===== config.mk =====
export PLATFORM = sky130hd
export DESIGN_NAME = exec_pipe
export DESIGN_NICKNAME = d
export VERILOG_FILES = /design/src/common/exec_pkg.sv /design/src/hdl/exec_pipe.sv /design/src/mem_stage/load_align.sv /design/src/mem_stage/store_align.sv /design/src/hdl/alu_unit.sv
export VERILOG_INCLUDE_DIRS = /design/src /design/src/common
export SDC_FILE = /design/constraint.sdc
export NUM_CORES = 1
export LEC_CHECK = 0
export ABC_AREA = 0
export CAP_MARGIN = 20
export CORE_MARGIN = 2
export CORE_UTILIZATION = 40
export CTS_BUF_LIST = sky130_fd_sc_hd__clkbuf_4 sky130_fd_sc_hd__clkbuf_8 sky130_fd_sc_hd__clkbuf_16
export DETAILED_ROUTE_END_ITERATION = 16
export DONT_BUFFER_PORTS = 1
export GPL_TIMING_DRIVEN = 0
export PLACE_DENSITY_LB_ADDON = 0.2
export SYNTH_ARGS = -nofsm -noshare
export SYNTH_HDL_FRONTEND = slang
export SYNTH_HIERARCHICAL = 1
export SYNTH_SLANG_ARGS = --single-unit

===== constraint.sdc =====
create_clock -name clk -period 2.4 [get_ports clk]
set_clock_uncertainty 0.05 [all_clocks]
set_input_delay 0.72 -clock clk [delete_from_list [all_inputs] [get_ports clk]]
set_output_delay 0.72 -clock clk [all_outputs]
set_load 0.005 [all_outputs]

===== src/common/exec_macros.svh =====
// width and field-position constants for the execute back end, included by package and RTL
`ifndef EXEC_MACROS_SVH
`define EXEC_MACROS_SVH

// one data word on the memory port and through the ALU
`define EXEC_WORD_W 32

// byte lanes per word, one write enable each
`define EXEC_LANES 4

// byte offset bits at the bottom of a byte address
`define EXEC_OFS_W 2

// shift amount field inside operand b for the immediate shifts
// (same place as the shamt field of an R-type instruction)
`define EXEC_SHAMT_LO 6
`define EXEC_SHAMT_HI 10

`endif

===== src/common/exec_pkg.sv =====
// shared word, lane and operation-code types for the execute pipe and its testbench
package exec_pkg;

`include "exec_macros.svh"

   // data and address widths
   typedef logic [`EXEC_WORD_W-1:0] word_t;
   typedef logic [`EXEC_WORD_W/2-1:0] half_t;
   typedef logic [`EXEC_WORD_W-`EXEC_OFS_W-1:0] word_addr_t;
   typedef logic [`EXEC_LANES-1:0] byte_en_t;
   typedef logic [`EXEC_SHAMT_HI-`EXEC_SHAMT_LO:0] shamt_t;

   // ALU operations, codes fixed since pattern files carry them as hex
   typedef enum logic [3:0] {
      ALU_ADD  = 4'd0,
      ALU_SUB  = 4'd1,
      ALU_SLL  = 4'd2,
      ALU_SRL  = 4'd3,
      ALU_SRA  = 4'd4,
      ALU_SLLV = 4'd5,
      ALU_SRLV = 4'd6,
      ALU_SRAV = 4'd7,
      ALU_AND  = 4'd8,
      ALU_OR   = 4'd9,
      ALU_XOR  = 4'd10,
      ALU_NOR  = 4'd11,
      ALU_SLT  = 4'd12,
      ALU_SLTU = 4'd13
   } alu_op_t;

   // branch tests, only looked at while the ALU subtracts
   typedef enum logic [2:0] {
      BR_NONE = 3'd0,
      BR_BLTZ = 3'd1,
      BR_BGEZ = 3'd2,
      BR_BEQ  = 3'd3,
      BR_BNE  = 3'd4,
      BR_BLEZ = 3'd5,
      BR_BGTZ = 3'd6
   } br_cond_t;

   // load result shaping
   typedef enum logic [2:0] {
      LD_NONE = 3'd0,
      LD_LUI  = 3'd1,
      LD_LB   = 3'd2,
      LD_LH   = 3'd3,
      LD_LW   = 3'd4,
      LD_LBU  = 3'd5,
      LD_LHU  = 3'd6
   } load_kind_t;

   // store sizes
   typedef enum logic [1:0] {
      ST_NONE = 2'd0,
      ST_SB   = 2'd1,
      ST_SH   = 2'd2,
      ST_SW   = 2'd3
   } store_kind_t;

endpackage


===== src/hdl/exec_pipe.sv =====
// two-stage execute and memory back end, one decoded operation in per issue strobe
`timescale 1ns/1ps
`include "exec_macros.svh"

module exec_pipe (
   input  logic                   clk,
   input  logic                   rst_b,
   input  logic                   issue,
   input  exec_pkg::alu_op_t      alu_op,
   input  exec_pkg::word_t        op_a,
   input  exec_pkg::word_t        op_b,
   input  exec_pkg::br_cond_t     br_cond,
   input  exec_pkg::load_kind_t   load_kind,
   input  exec_pkg::store_kind_t  store_kind,
   input  exec_pkg::word_t        store_word,
   input  exec_pkg::half_t        imm,
   input  exec_pkg::word_t        mem_rdata,
   output exec_pkg::word_addr_t   mem_addr,
   output exec_pkg::word_t        mem_wdata,
   output exec_pkg::byte_en_t     mem_we,
   output logic                   done,
   output exec_pkg::word_t        result,
   output logic                   taken
);

   // ALU outputs, still unregistered
   exec_pkg::word_t       alu_out;
   logic                  branch_met;

   // stage one, holds the op while memory is addressed
   logic                  s1_valid;
   exec_pkg::word_t       s1_alu;
   logic                  s1_branch_met;
   exec_pkg::load_kind_t  s1_load_kind;
   exec_pkg::store_kind_t s1_store_kind;
   exec_pkg::word_t       s1_store_word;
   exec_pkg::half_t       s1_imm;

   // aligner outputs
   exec_pkg::byte_en_t    lane_en;
   exec_pkg::word_t       load_data;

   alu_unit alu_unit_inst (
      .alu_op     (alu_op),
      .op_a       (op_a),
      .op_b       (op_b),
      .br_cond    (br_cond),
      .alu_out    (alu_out),
      .branch_met (branch_met)
   );

   // control half of stage one
   always_ff @(posedge clk or negedge rst_b) begin
      if (!rst_b) begin
         s1_valid      <= 1'b0;
         s1_branch_met <= 1'b0;
         s1_load_kind  <= exec_pkg::LD_NONE;
         s1_store_kind <= exec_pkg::ST_NONE;
      end else begin
         // valid drops on any cycle without an issue
         s1_valid <= issue;
         if (issue) begin
            s1_branch_met <= branch_met;
            s1_load_kind  <= load_kind;
            s1_store_kind <= store_kind;
         end
      end
   end

   // data half of stage one
   always_ff @(posedge clk) begin
      if (issue) begin
         s1_alu        <= alu_out;
         s1_store_word <= store_word;
         s1_imm        <= imm;
      end
   end

   // effective address is the ALU sum, word part goes to memory
   assign mem_addr = s1_alu[`EXEC_WORD_W-1:`EXEC_OFS_W];

   store_align store_align_inst (
      .store_word (s1_store_word),
      .store_kind (s1_store_kind),
      .byte_ofs   (s1_alu[`EXEC_OFS_W-1:0]),
      .wdata      (mem_wdata),
      .lane_en    (lane_en)
   );

   // an empty stage must never write, whatever kind is left over
   assign mem_we = s1_valid ? lane_en : '0;

   load_align load_align_inst (
      .mem_rdata  (mem_rdata),
      .load_kind  (s1_load_kind),
      .byte_ofs   (s1_alu[`EXEC_OFS_W-1:0]),
      .imm        (s1_imm),
      .load_data  (load_data)
   );

   // stage two, single-cycle result strobe
   always_ff @(posedge clk or negedge rst_b) begin
      if (!rst_b) begin
         done  <= 1'b0;
         taken <= 1'b0;
      end else begin
         done  <= s1_valid;
         taken <= s1_valid && s1_branch_met;
      end
   end

   // loads and lui return memory-path data, everything else the ALU value
   always_ff @(posedge clk) begin
      if (s1_valid) begin
         result <= (s1_load_kind != exec_pkg::LD_NONE) ? load_data : s1_alu;
      end
   end

   // fixed latency, done exactly two edges after each issue and never otherwise
   assert property (@(posedge clk) disable iff (!rst_b) done == $past(issue, 2))
      else $error("exec_pipe: done does not follow issue by two cycles");

   // lane enables only for a store issued on the edge before
   assert property (@(posedge clk) disable iff (!rst_b)
      (mem_we != '0) |-> $past(issue && store_kind != exec_pkg::ST_NONE))
      else $error("exec_pipe: write enables %b with no store in flight", mem_we);

endmodule


===== src/mem_stage/load_align.sv =====
// shifts loaded memory data down by the byte offset and extends it per load kind
`timescale 1ns/1ps
`include "exec_macros.svh"

module load_align (
   input  exec_pkg::word_t        mem_rdata,
   input  exec_pkg::load_kind_t   load_kind,
   input  logic [`EXEC_OFS_W-1:0] byte_ofs,
   input  exec_pkg::half_t        imm,
   output exec_pkg::word_t        load_data
);

   localparam int BYTE_W = `EXEC_WORD_W / `EXEC_LANES;
   localparam int HALF_W = `EXEC_WORD_W / 2;

   // addressed byte or half moved down to bit 0
   exec_pkg::word_t shifted;

   assign shifted = mem_rdata >> {byte_ofs, 3'b000};

   always_comb begin
      load_data = '0;
      case (load_kind)
         // lui ignores memory and puts the immediate on top
         exec_pkg::LD_LUI: load_data = {imm, {HALF_W{1'b0}}};
         exec_pkg::LD_LB:
            load_data = {{(`EXEC_WORD_W-BYTE_W){shifted[BYTE_W-1]}}, shifted[BYTE_W-1:0]};
         exec_pkg::LD_LH:
            load_data = {{(`EXEC_WORD_W-HALF_W){shifted[HALF_W-1]}}, shifted[HALF_W-1:0]};
         // full word, offset is zero for an aligned lw
         exec_pkg::LD_LW:  load_data = mem_rdata;
         exec_pkg::LD_LBU:
            load_data = {{(`EXEC_WORD_W-BYTE_W){1'b0}}, shifted[BYTE_W-1:0]};
         exec_pkg::LD_LHU:
            load_data = {{(`EXEC_WORD_W-HALF_W){1'b0}}, shifted[HALF_W-1:0]};
         default:          load_data = '0;
      endcase
   end

endmodule


===== src/mem_stage/store_align.sv =====
// lines store data up with its byte lanes and builds the lane write enables
`timescale 1ns/1ps
`include "exec_macros.svh"

module store_align (
   input  exec_pkg::word_t          store_word,
   input  exec_pkg::store_kind_t    store_kind,
   input  logic [`EXEC_OFS_W-1:0]   byte_ofs,
   output exec_pkg::word_t          wdata,
   output exec_pkg::byte_en_t       lane_en
);

   localparam int BYTE_W = `EXEC_WORD_W / `EXEC_LANES;
   localparam int HALF_W = `EXEC_WORD_W / 2;

   // bit distance for the lane move, eight per byte of offset
   logic [`EXEC_OFS_W+2:0] bit_shift;
   // data bits that the lane enables allow, one byte per lane
   exec_pkg::word_t        lane_mask;

   assign bit_shift = {byte_ofs, 3'b000};
   assign lane_mask = {{BYTE_W{lane_en[3]}}, {BYTE_W{lane_en[2]}},
                       {BYTE_W{lane_en[1]}}, {BYTE_W{lane_en[0]}}};

   always_comb begin
      wdata   = '0;
      lane_en = '0;
      case (store_kind)
         exec_pkg::ST_SB: begin
            wdata   = exec_pkg::word_t'(store_word[BYTE_W-1:0]) << bit_shift;
            lane_en = exec_pkg::byte_en_t'(1) << byte_ofs;
         end
         // sh expects an even offset, the upper lane falls off otherwise
         exec_pkg::ST_SH: begin
            wdata   = exec_pkg::word_t'(store_word[HALF_W-1:0]) << bit_shift;
            lane_en = exec_pkg::byte_en_t'(3) << byte_ofs;
         end
         exec_pkg::ST_SW: begin
            wdata   = store_word;
            lane_en = '1;
         end
         default: begin
            wdata   = '0;
            lane_en = '0;
         end
      endcase
   end

   // a byte store touches one lane only, and no store puts data outside its lanes
   always_comb begin
      assert final ((store_kind != exec_pkg::ST_SB || $onehot(lane_en)) &&
                    ((wdata & ~lane_mask) == '0))
         else $error("store_align: lane enables %b for data %h", lane_en, wdata);
   end

endmodule


===== src/hdl/alu_unit.sv =====
// combinational ALU for the execute stage, also resolves branch conditions during sub
`timescale 1ns/1ps
`include "exec_macros.svh"

module alu_unit (
   input  exec_pkg::alu_op_t  alu_op,
   input  exec_pkg::word_t    op_a,
   input  exec_pkg::word_t    op_b,
   input  exec_pkg::br_cond_t br_cond,
   output exec_pkg::word_t    alu_out,
   output logic               branch_met
);

   // shift amounts for the two shift flavours
   exec_pkg::shamt_t imm_shamt;
   exec_pkg::shamt_t var_shamt;
   // sign and zero tests of op_a for the compare-with-zero branches
   logic a_neg;
   logic a_zero;

   // immediate shifts take shamt out of the encoded immediate
   assign imm_shamt = op_b[`EXEC_SHAMT_HI:`EXEC_SHAMT_LO];
   // variable shifts use the low bits of rs
   assign var_shamt = op_a[$bits(exec_pkg::shamt_t)-1:0];

   assign a_neg  = op_a[`EXEC_WORD_W-1];
   assign a_zero = (op_a == '0);

   always_comb begin
      alu_out = '0;
      case (alu_op)
         exec_pkg::ALU_ADD:  alu_out = op_a + op_b;
         exec_pkg::ALU_SUB:  alu_out = op_a - op_b;
         // immediate shifts move op_a
         exec_pkg::ALU_SLL:  alu_out = op_a << imm_shamt;
         exec_pkg::ALU_SRL:  alu_out = op_a >> imm_shamt;
         exec_pkg::ALU_SRA:  alu_out = $signed(op_a) >>> imm_shamt;
         // variable shifts move op_b (rt) by rs
         exec_pkg::ALU_SLLV: alu_out = op_b << var_shamt;
         exec_pkg::ALU_SRLV: alu_out = op_b >> var_shamt;
         exec_pkg::ALU_SRAV: alu_out = $signed(op_b) >>> var_shamt;
         exec_pkg::ALU_AND:  alu_out = op_a & op_b;
         exec_pkg::ALU_OR:   alu_out = op_a | op_b;
         exec_pkg::ALU_XOR:  alu_out = op_a ^ op_b;
         exec_pkg::ALU_NOR:  alu_out = ~(op_a | op_b);
         // set-less-than gives 0 or 1 in bit 0
         exec_pkg::ALU_SLT:  alu_out = exec_pkg::word_t'($signed(op_a) < $signed(op_b));
         exec_pkg::ALU_SLTU: alu_out = exec_pkg::word_t'(op_a < op_b);
         default:            alu_out = '0;
      endcase
   end

   // branch decision, a branch always issues as a subtract
   always_comb begin
      branch_met = 1'b0;
      if (alu_op == exec_pkg::ALU_SUB) begin
         case (br_cond)
            exec_pkg::BR_BLTZ: branch_met = a_neg;
            exec_pkg::BR_BGEZ: branch_met = !a_neg;
            exec_pkg::BR_BEQ:  branch_met = (op_a == op_b);
            exec_pkg::BR_BNE:  branch_met = (op_a != op_b);
            exec_pkg::BR_BLEZ: branch_met = a_neg || a_zero;
            exec_pkg::BR_BGTZ: branch_met = !a_neg && !a_zero;
            default:           branch_met = 1'b0;
         endcase
      end
   end

   // taken only under sub, and a taken beq or bne must agree with the difference
   always_comb begin
      assert final (!branch_met || (alu_op == exec_pkg::ALU_SUB &&
                    (br_cond != exec_pkg::BR_BEQ || alu_out == '0) &&
                    (br_cond != exec_pkg::BR_BNE || alu_out != '0)))
         else $error("alu_unit: branch_met high with alu_op %0d br_cond %0d diff %h",
                     alu_op, br_cond, alu_out);
   end

endmodule


[Yosys cells after proc, flatten, opt, wreduce, memory -nomap -nowiden]
Index checks and enable logic that the tools add are counted.
W data, S select, Z words.
Storage, ports and cells
  bits in registers: 121
  output and inout port bits: 100
  bits of input ports: 159
Operators by class
  magnitude comparators: 2
  reductions and logical operators: 8
  mux-type cells: 8
  shifts and indexed selects: 11
  bitwise operators: 4
  $add $sub $neg: 2
  equality and inequality tests: 30
Operator list (number)
  $pmux W32 S14: 1
  $pmux W32 S6: 1
  $pmux W32 S3: 1
  $lt A32 B32 Y1: 2
  $shl A32 B5 Y32: 2
  $shr A32 B5 Y32: 2
  $sshr A32 B5 Y32: 2
  $add A32 B32 Y32: 1
  $and A32 B32 Y32: 1
  $eq A32 B32 Y1: 1
  $logic_not A32 Y1: 1
  $mux W32: 1
  $ne A32 B32 Y1: 1
  $not A32 Y32: 1
  $or A32 B32 Y32: 1
  $shl A16 B5 Y32: 1
  $shl A8 B5 Y32: 1
  $shr A32 B5 Y16: 1
  $sub A32 B32 Y32: 1
  $xor A32 B32 Y32: 1
  $eq A4 B4 Y1 const B: 6
  $eq A3 B3 Y1 const B: 6
  $eq A4 B3 Y1 const B: 4
  $eq A3 B2 Y1 const B: 4
  16 further kinds: 21

[Depth between registers and ports, before layout]
  depth after elaboration: 5
  mapped depth: 16
  mapped depth without buffers: 13

[Hierarchy]
Netlist, hierarchy kept.
Modules (own cells, without submodules)
  alu_unit: area an instance 12600.8 sq um, instances 1, cells each 1926
  exec_pipe: area an instance 4326.6 sq um, instances 1, cells each 199
  load_align: area an instance 1077.3 sq um, instances 1, cells each 165
  store_align: area an instance 664.4 sq um, instances 1, cells each 98

[Worst setup path before layout]
Ideal clock, no wire load.
  path kind: input to register
  from: input port op_b[8]
  to: register s1_alu[28] (data pin)
  setup time: 0.261 ns
  path slack: -2.040 ns
  arrival time: 4.129 ns
  cell stages on the path: 16
  buffers on the path: 5
  path through: buf_2 clkinv_1 buf_2 buf_2 clkbuf_1 ha_1 buf_2 inv_1 o211ai_1 a211oi_1 nor4_2 a2111oi_4 o21ai_1 nor4b_1 or4_1 a311o_1
On the way
  word-level cells in the longest chain between the ends: 2
  elaborated cells between the ends (all ways): 9
  those cells by class: 2 x add/sub; 6 x shift; 1 x mux
RTL lines
  from (decl): line exec_pipe.sv:11  | input exec_pkg::word_t op_b,
  $sub A32 B32 Y32, or another cell as far along: line alu_unit.sv:33  | exec_pkg::ALU_SUB: alu_out = op_a - op_b;
  $pmux W32 S14 *: line alu_unit.sv:31  | case (alu_op)
  via alu_out[28]: line exec_pipe.sv:27  | exec_pkg::word_t alu_out;
  to (signal assigned): line exec_pipe.sv:73  | s1_alu <= alu_out;
  to (decl): line exec_pipe.sv:32  | exec_pkg::word_t s1_alu;
The timed path passes the listed nets; every way through them passes the cells marked *.
A chain may end at the register's enable or synchronous reset.

[Worst setup path in the final report]
  from: input port op_a[20]
  to: register s1_alu[24] (data pin)
On the way
  word-level cells in the longest chain between the ends: 2
  elaborated cells between the ends (all ways): 6
  those cells by class: 2 x add/sub; 3 x shift; 1 x mux
RTL lines
  from (decl): line exec_pipe.sv:10  | input exec_pkg::word_t op_a,
  $sub A32 B32 Y32, or another cell as far along: line alu_unit.sv:33
  $pmux W32 S14 *: line alu_unit.sv:31
  via alu_out[24]: line exec_pipe.sv:27
Marked as above.

==> report_table.html <==
<table>
<tr><th>Metric</th><th>Value</th></tr>
<tr><th colspan="2">STA</th></tr>
<tr><td>Total count of max-transition violations in the final report</td><td>0</td></tr>
<tr><td>Actual slew at the worst max-slew pin</td><td>between 1000 and 1500 ps</td></tr>
<tr><td>Portion of the clock cycle consumed by the worst path in the final layout</td><td>157%</td></tr>
<tr><td>Count of final hold-check violations</td><td>0</td></tr>
<tr><td>Number of setup violations in the final report</td><td>slightly above 80</td></tr>
<tr><td>Final worst hold slack</td><td>~330 ps</td></tr>
<tr><td>Final WS setup</td><td>-1360 ps</td></tr>
<tr><td>Top achievable clock speed</td><td>between 200 and 300 MHz</td></tr>
<tr><td>Worst slew margin relative to its limit</td><td>20.7%</td></tr>
<tr><td>Final worst path period need</td><td>3760 ps</td></tr>
<tr><td>RSZ-0062 raised after global routing</td><td>yes</td></tr>
<tr><th colspan="2">Critical path</th></tr>
<tr><td>Crit end category</td><td>register</td></tr>
<tr><td>Cell class contributing the biggest share of worst-path delay</td><td>compound AO/OA/AOI/OAI gates</td></tr>
<tr><td>Critical-path top delay cell</td><td>sky130_fd_sc_hd__a2111o_1</td></tr>
<tr><td>Largest fanout of any net on the critical path</td><td>9</td></tr>
<tr><td>Critical Path Source Type</td><td>input port</td></tr>
<tr><td>Worst path arrival time</td><td>3860 ps</td></tr>
<tr><td>Combined buffer and inverter count along the critical path</td><td>3</td></tr>
<tr><td>Cell Chain, Critical Path</td><td>inv_1 -&gt; ha_1 -&gt; clkbuf_1 -&gt; o21bai_1 -&gt; a21oi_1 -&gt; nor3_1 -&gt; a2111oi_4 -&gt; buf_4 -&gt; o31ai_1 -&gt; o21ai_1 -&gt; xnor2_2 -&gt; a2111o_1</td></tr>
<tr><td>Critical path class</td><td>input port to register</td></tr>
<tr><td>Data required time at the worst endpoint</td><td>around 2500 ps</td></tr>
<tr><td>Peak per-stage delay on the critical path</td><td>around 500 ps</td></tr>
<tr><th colspan="2">Clock network</th></tr>
<tr><td>Buffer depth of the longest clock path</td><td>2</td></tr>
<tr><td>Number of buffers inserted during clock tree synthesis</td><td>17</td></tr>
<tr><td>Cell at the root of the clock tree</td><td>sky130_fd_sc_hd__clkbuf_16</td></tr>
<tr><td>CTS sink cnt</td><td>121</td></tr>
<tr><td>Clock-pin slew on the worst setup and hold paths</td><td>around 60 ps</td></tr>
<tr><td>Total number of H-tree levels</td><td>4</td></tr>
<tr><td>Skew-Pair Late Insertion Delay</td><td>about 430 ps</td></tr>
<tr><td>CTS tree</td><td>done</td></tr>
<tr><th colspan="2">Logic synthesis</th></tr>
<tr><td>Combined area of all synthesized cells</td><td>around 0.019 mm²</td></tr>
<tr><td>Post-synth ARST share</td><td>7.44%</td></tr>
<tr><td>Instance count of the mapped netlist</td><td>between 2k and 2.5k</td></tr>
<tr><td>Register bit count reported by yosys</td><td>121</td></tr>
<tr><td>Post-synth EDFFs</td><td>roughly 110</td></tr>
<tr><td>Synth Net Count</td><td>2653</td></tr>
<tr><td>Mean area per synthesized cell</td><td>7.82 µm²</td></tr>
<tr><td>Most instantiated flip-flop cell in the synthesis netlist</td><td>sky130_fd_sc_hd__edfxtp_1</td></tr>
<tr><td>Total number of yosys warnings</td><td>6</td></tr>
<tr><td>Synth cell types</td><td>slightly below 100</td></tr>
<tr><td>Post-synthesis sequential area ratio</td><td>about a fifth</td></tr>
<tr><th colspan="2">Worst hold path</th></tr>
<tr><td>Classification of the worst-slack hold path</td><td>input port to register</td></tr>
<tr><th colspan="2">Drt</th></tr>
<tr><td>First-iteration detailed-routing DRC count</td><td>3197</td></tr>
<tr><td>Average detailed-routed wire length per instance</td><td>37.5 µm</td></tr>
<tr><td>Count of vias placed by the detailed router</td><td>approximately 23k</td></tr>
<tr><td>Remaining number of nets flagged by the antenna check after routing</td><td>0</td></tr>
<tr><td>DRC violations left</td><td>0</td></tr>
<tr><td>M1 WL</td><td>around 43000 µm</td></tr>
<tr><td>Number of detailed-route iterations in the first pass</td><td>6</td></tr>
<tr><td>Top layer in use</td><td>met5</td></tr>
<tr><td>Routed vias/inst</td><td>around 7</td></tr>
<tr><td>Routed length on met3</td><td>approximately 14000 µm</td></tr>
<tr><td>Total length of routed wires</td><td>~120000 µm</td></tr>
<tr><td>Met2 WL post-DR</td><td>49200 µm</td></tr>
<tr><th colspan="2">Global routing</th></tr>
<tr><td>Number of antenna violations at the first check in global routing</td><td>4</td></tr>
<tr><td>Gr ovfl total</td><td>0</td></tr>
<tr><td>Pin count of the biggest net entering global routing</td><td>a little over 80</td></tr>
<tr><td>Vias in the first global route</td><td>21.2k</td></tr>
<tr><td>First-pass GRT wire length</td><td>162000 µm</td></tr>
<tr><td>Overall track demand over capacity in global routing</td><td>47.4%</td></tr>
<tr><th colspan="2">Die</th></tr>
<tr><td># rows</td><td>79</td></tr>
<tr><td>I/O pins</td><td>approximately 260</td></tr>
<tr><td>Horiz. Die Dim</td><td>about 220 µm</td></tr>
<tr><td>Die area</td><td>roughly 0.048 mm²</td></tr>
<tr><td>Die boundary height</td><td>220 µm</td></tr>
<tr><td>Placeable core region</td><td>0.0464 mm²</td></tr>
<tr><td>Initial cell density of the core</td><td>40.3%</td></tr>
<tr><th colspan="2">Cells and area</th></tr>
<tr><td>Layout area overhead</td><td>33.0%</td></tr>
<tr><td>Final std cell area, no fill</td><td>between 0.02 and 0.025 mm²</td></tr>
<tr><td>Post-layout nets</td><td>roughly 2.8k</td></tr>
<tr><td>Number of inserted filler cells in the final layout</td><td>4276</td></tr>
<tr><td>Highest-count cells in the layout ignoring fill and taps</td><td>250 x sky130_fd_sc_hd__nor2_1, 189 x sky130_fd_sc_hd__nand2_1, 157 x sky130_fd_sc_hd__a21oi_1</td></tr>
<tr><td>Most common cell after layout, fill and taps aside</td><td>sky130_fd_sc_hd__nor2_1</td></tr>
<tr><td>Fraction of layout cells with a size suffix above 1</td><td>between 30 and 40%</td></tr>
<tr><td>Core occupancy in the finished layout</td><td>between 50% and 60%</td></tr>
<tr><th colspan="2">Run</th></tr>
<tr><td>Total of max-cap violations</td><td>0</td></tr>
<tr><th colspan="2">Placed design</th></tr>
<tr><td>RD Place Congestion</td><td>between 1 and 1.5</td></tr>
<tr><td>Detail Placement HPWL</td><td>92100 µm</td></tr>
<tr><td>Cell area after placement</td><td>~0.02 mm²</td></tr>
<tr><td>Port Buffers</td><td>0</td></tr>
<tr><th colspan="2">Run status</th></tr>
<tr><td>Failing checks</td><td>setup timing</td></tr>
<tr><td>Result of the run</td><td>finished, violations left</td></tr>
<tr><th colspan="2">Power</th></tr>
<tr><td>LEAKAGE</td><td>about 9.5 nW</td></tr>
<tr><td>Peak supply drop</td><td>0.684 mV</td></tr>
<tr><td>PD cells</td><td>~460 mW/mm²</td></tr>
</table>
## flip-flops by register name, summed over array words and instances (netlist names), 2 cells and up
register       cells
s1_store_kind      2
s1_load_kind       3
s1_imm            16
s1_alu            32
s1_store_word     32
result            32
## cells in the mapped netlist, drive strengths merged, types with 20 or more instances
master,number,area (µm²)
o22ai,23,144
nand2,193,724
ha,104,1300
a211oi,62,478
buf,123,708
clkbuf,114,428
inv,104,390
o221ai,27,236
o21ai,202,1010
nand2b,26,163
nor2b,21,131
xnor2,23,201
nor3,48,252
mux2,66,743
nor4,20,159
nand3,36,180
and2,21,131
a21oi,221,1120
o211ai,35,263
nor2,283,1060
mux4,55,1240
a221oi,29,254
a31oi,22,138
mux2i,121,1210
edfxtp,112,3360
## area by class of cell
cell class                      instances  area [µm²]  area share, %
Antenna cell                            2        5.00         0.0202
Tap cell                              607         759           3.06
Timing Repair Buffer                  154        1450           5.82
Buffer                                227        2080           8.37
Multi-Input combinational cell       1924       15900           63.9
Inverter                              107         507           2.04
Clock inverter                         15         160          0.645
Clock buffer                           17         425           1.71
Sequential cell                       121        3590           14.5
## cell families after synthesis
family	share of synthesized area [%]
AOI/OAI and AO/OA	28.7
buffers and inverters	8.24
muxes	17.1
adders and majority gates	7.18
xor gates and xnor gates	1.22
and+or+nand+nor	18.4
DFF	19.2
## worst paths after layout
| check | from | endpoint | slack [ps] | depth (start not counted) |
|---|---|---|---|---|
| max | op_a[20] | s1_alu[24]$_DFFE_PP_ | -1360 | 12 |
| min | issue | s1_valid$_DFF_PN0_ | 330 | 0 |
| max reg2reg | s1_alu[1]$_DFFE_PP_ | result[19]$_DFFE_PP_ | -50 | 9 |
| min reg2reg | s1_branch_met$_DFFE_PN0P_ | taken$_DFF_PN0_ | 460 | 1 |
| max in group asynchronous | rst_b | s1_valid$_DFF_PN0_ | 1330 | 1 |
| min in group asynchronous | rst_b | s1_load_kind[2]$_DFFE_PN0P_ | 620 | 1 |
## stage by stage
step                instances  worst slack [ps]  power, mW  setup TNS (ps)
detailed placement       2997             -2560       7.29          -76660
finish                   3174             -1360       11.4          -43330
global route             3173             -1370       11.7          -46900
CTS                      3125             -1330       10.5          -39940
global placement         2995             -3790       7.29          -77350
floorplan                2388             -1460       5.75          -27150
## metal layers
metal  track usage [%]  vias up
li1                  -     9284
met1              56.3    10900
met2              70.0     1996
met3              13.2      543
met4              41.4        4
met5                 0        -
## power by group
group          switching (mW)  internal (mW)
logic                    3.62           2.45
registers               0.180           2.61
clock network            1.05           1.47
## timing repair
action                                  4_1_cts  5_1_grt
setup buffers                                99       54
hold buffers                                  1        0
gates resized for setup                     412      368
gates cloned                                  1        4
endpoints found under the hold margin         9        0
pin swaps                                   126      146
endpoints found under the setup margin       97       92
(Power assumes the default switching activity.)
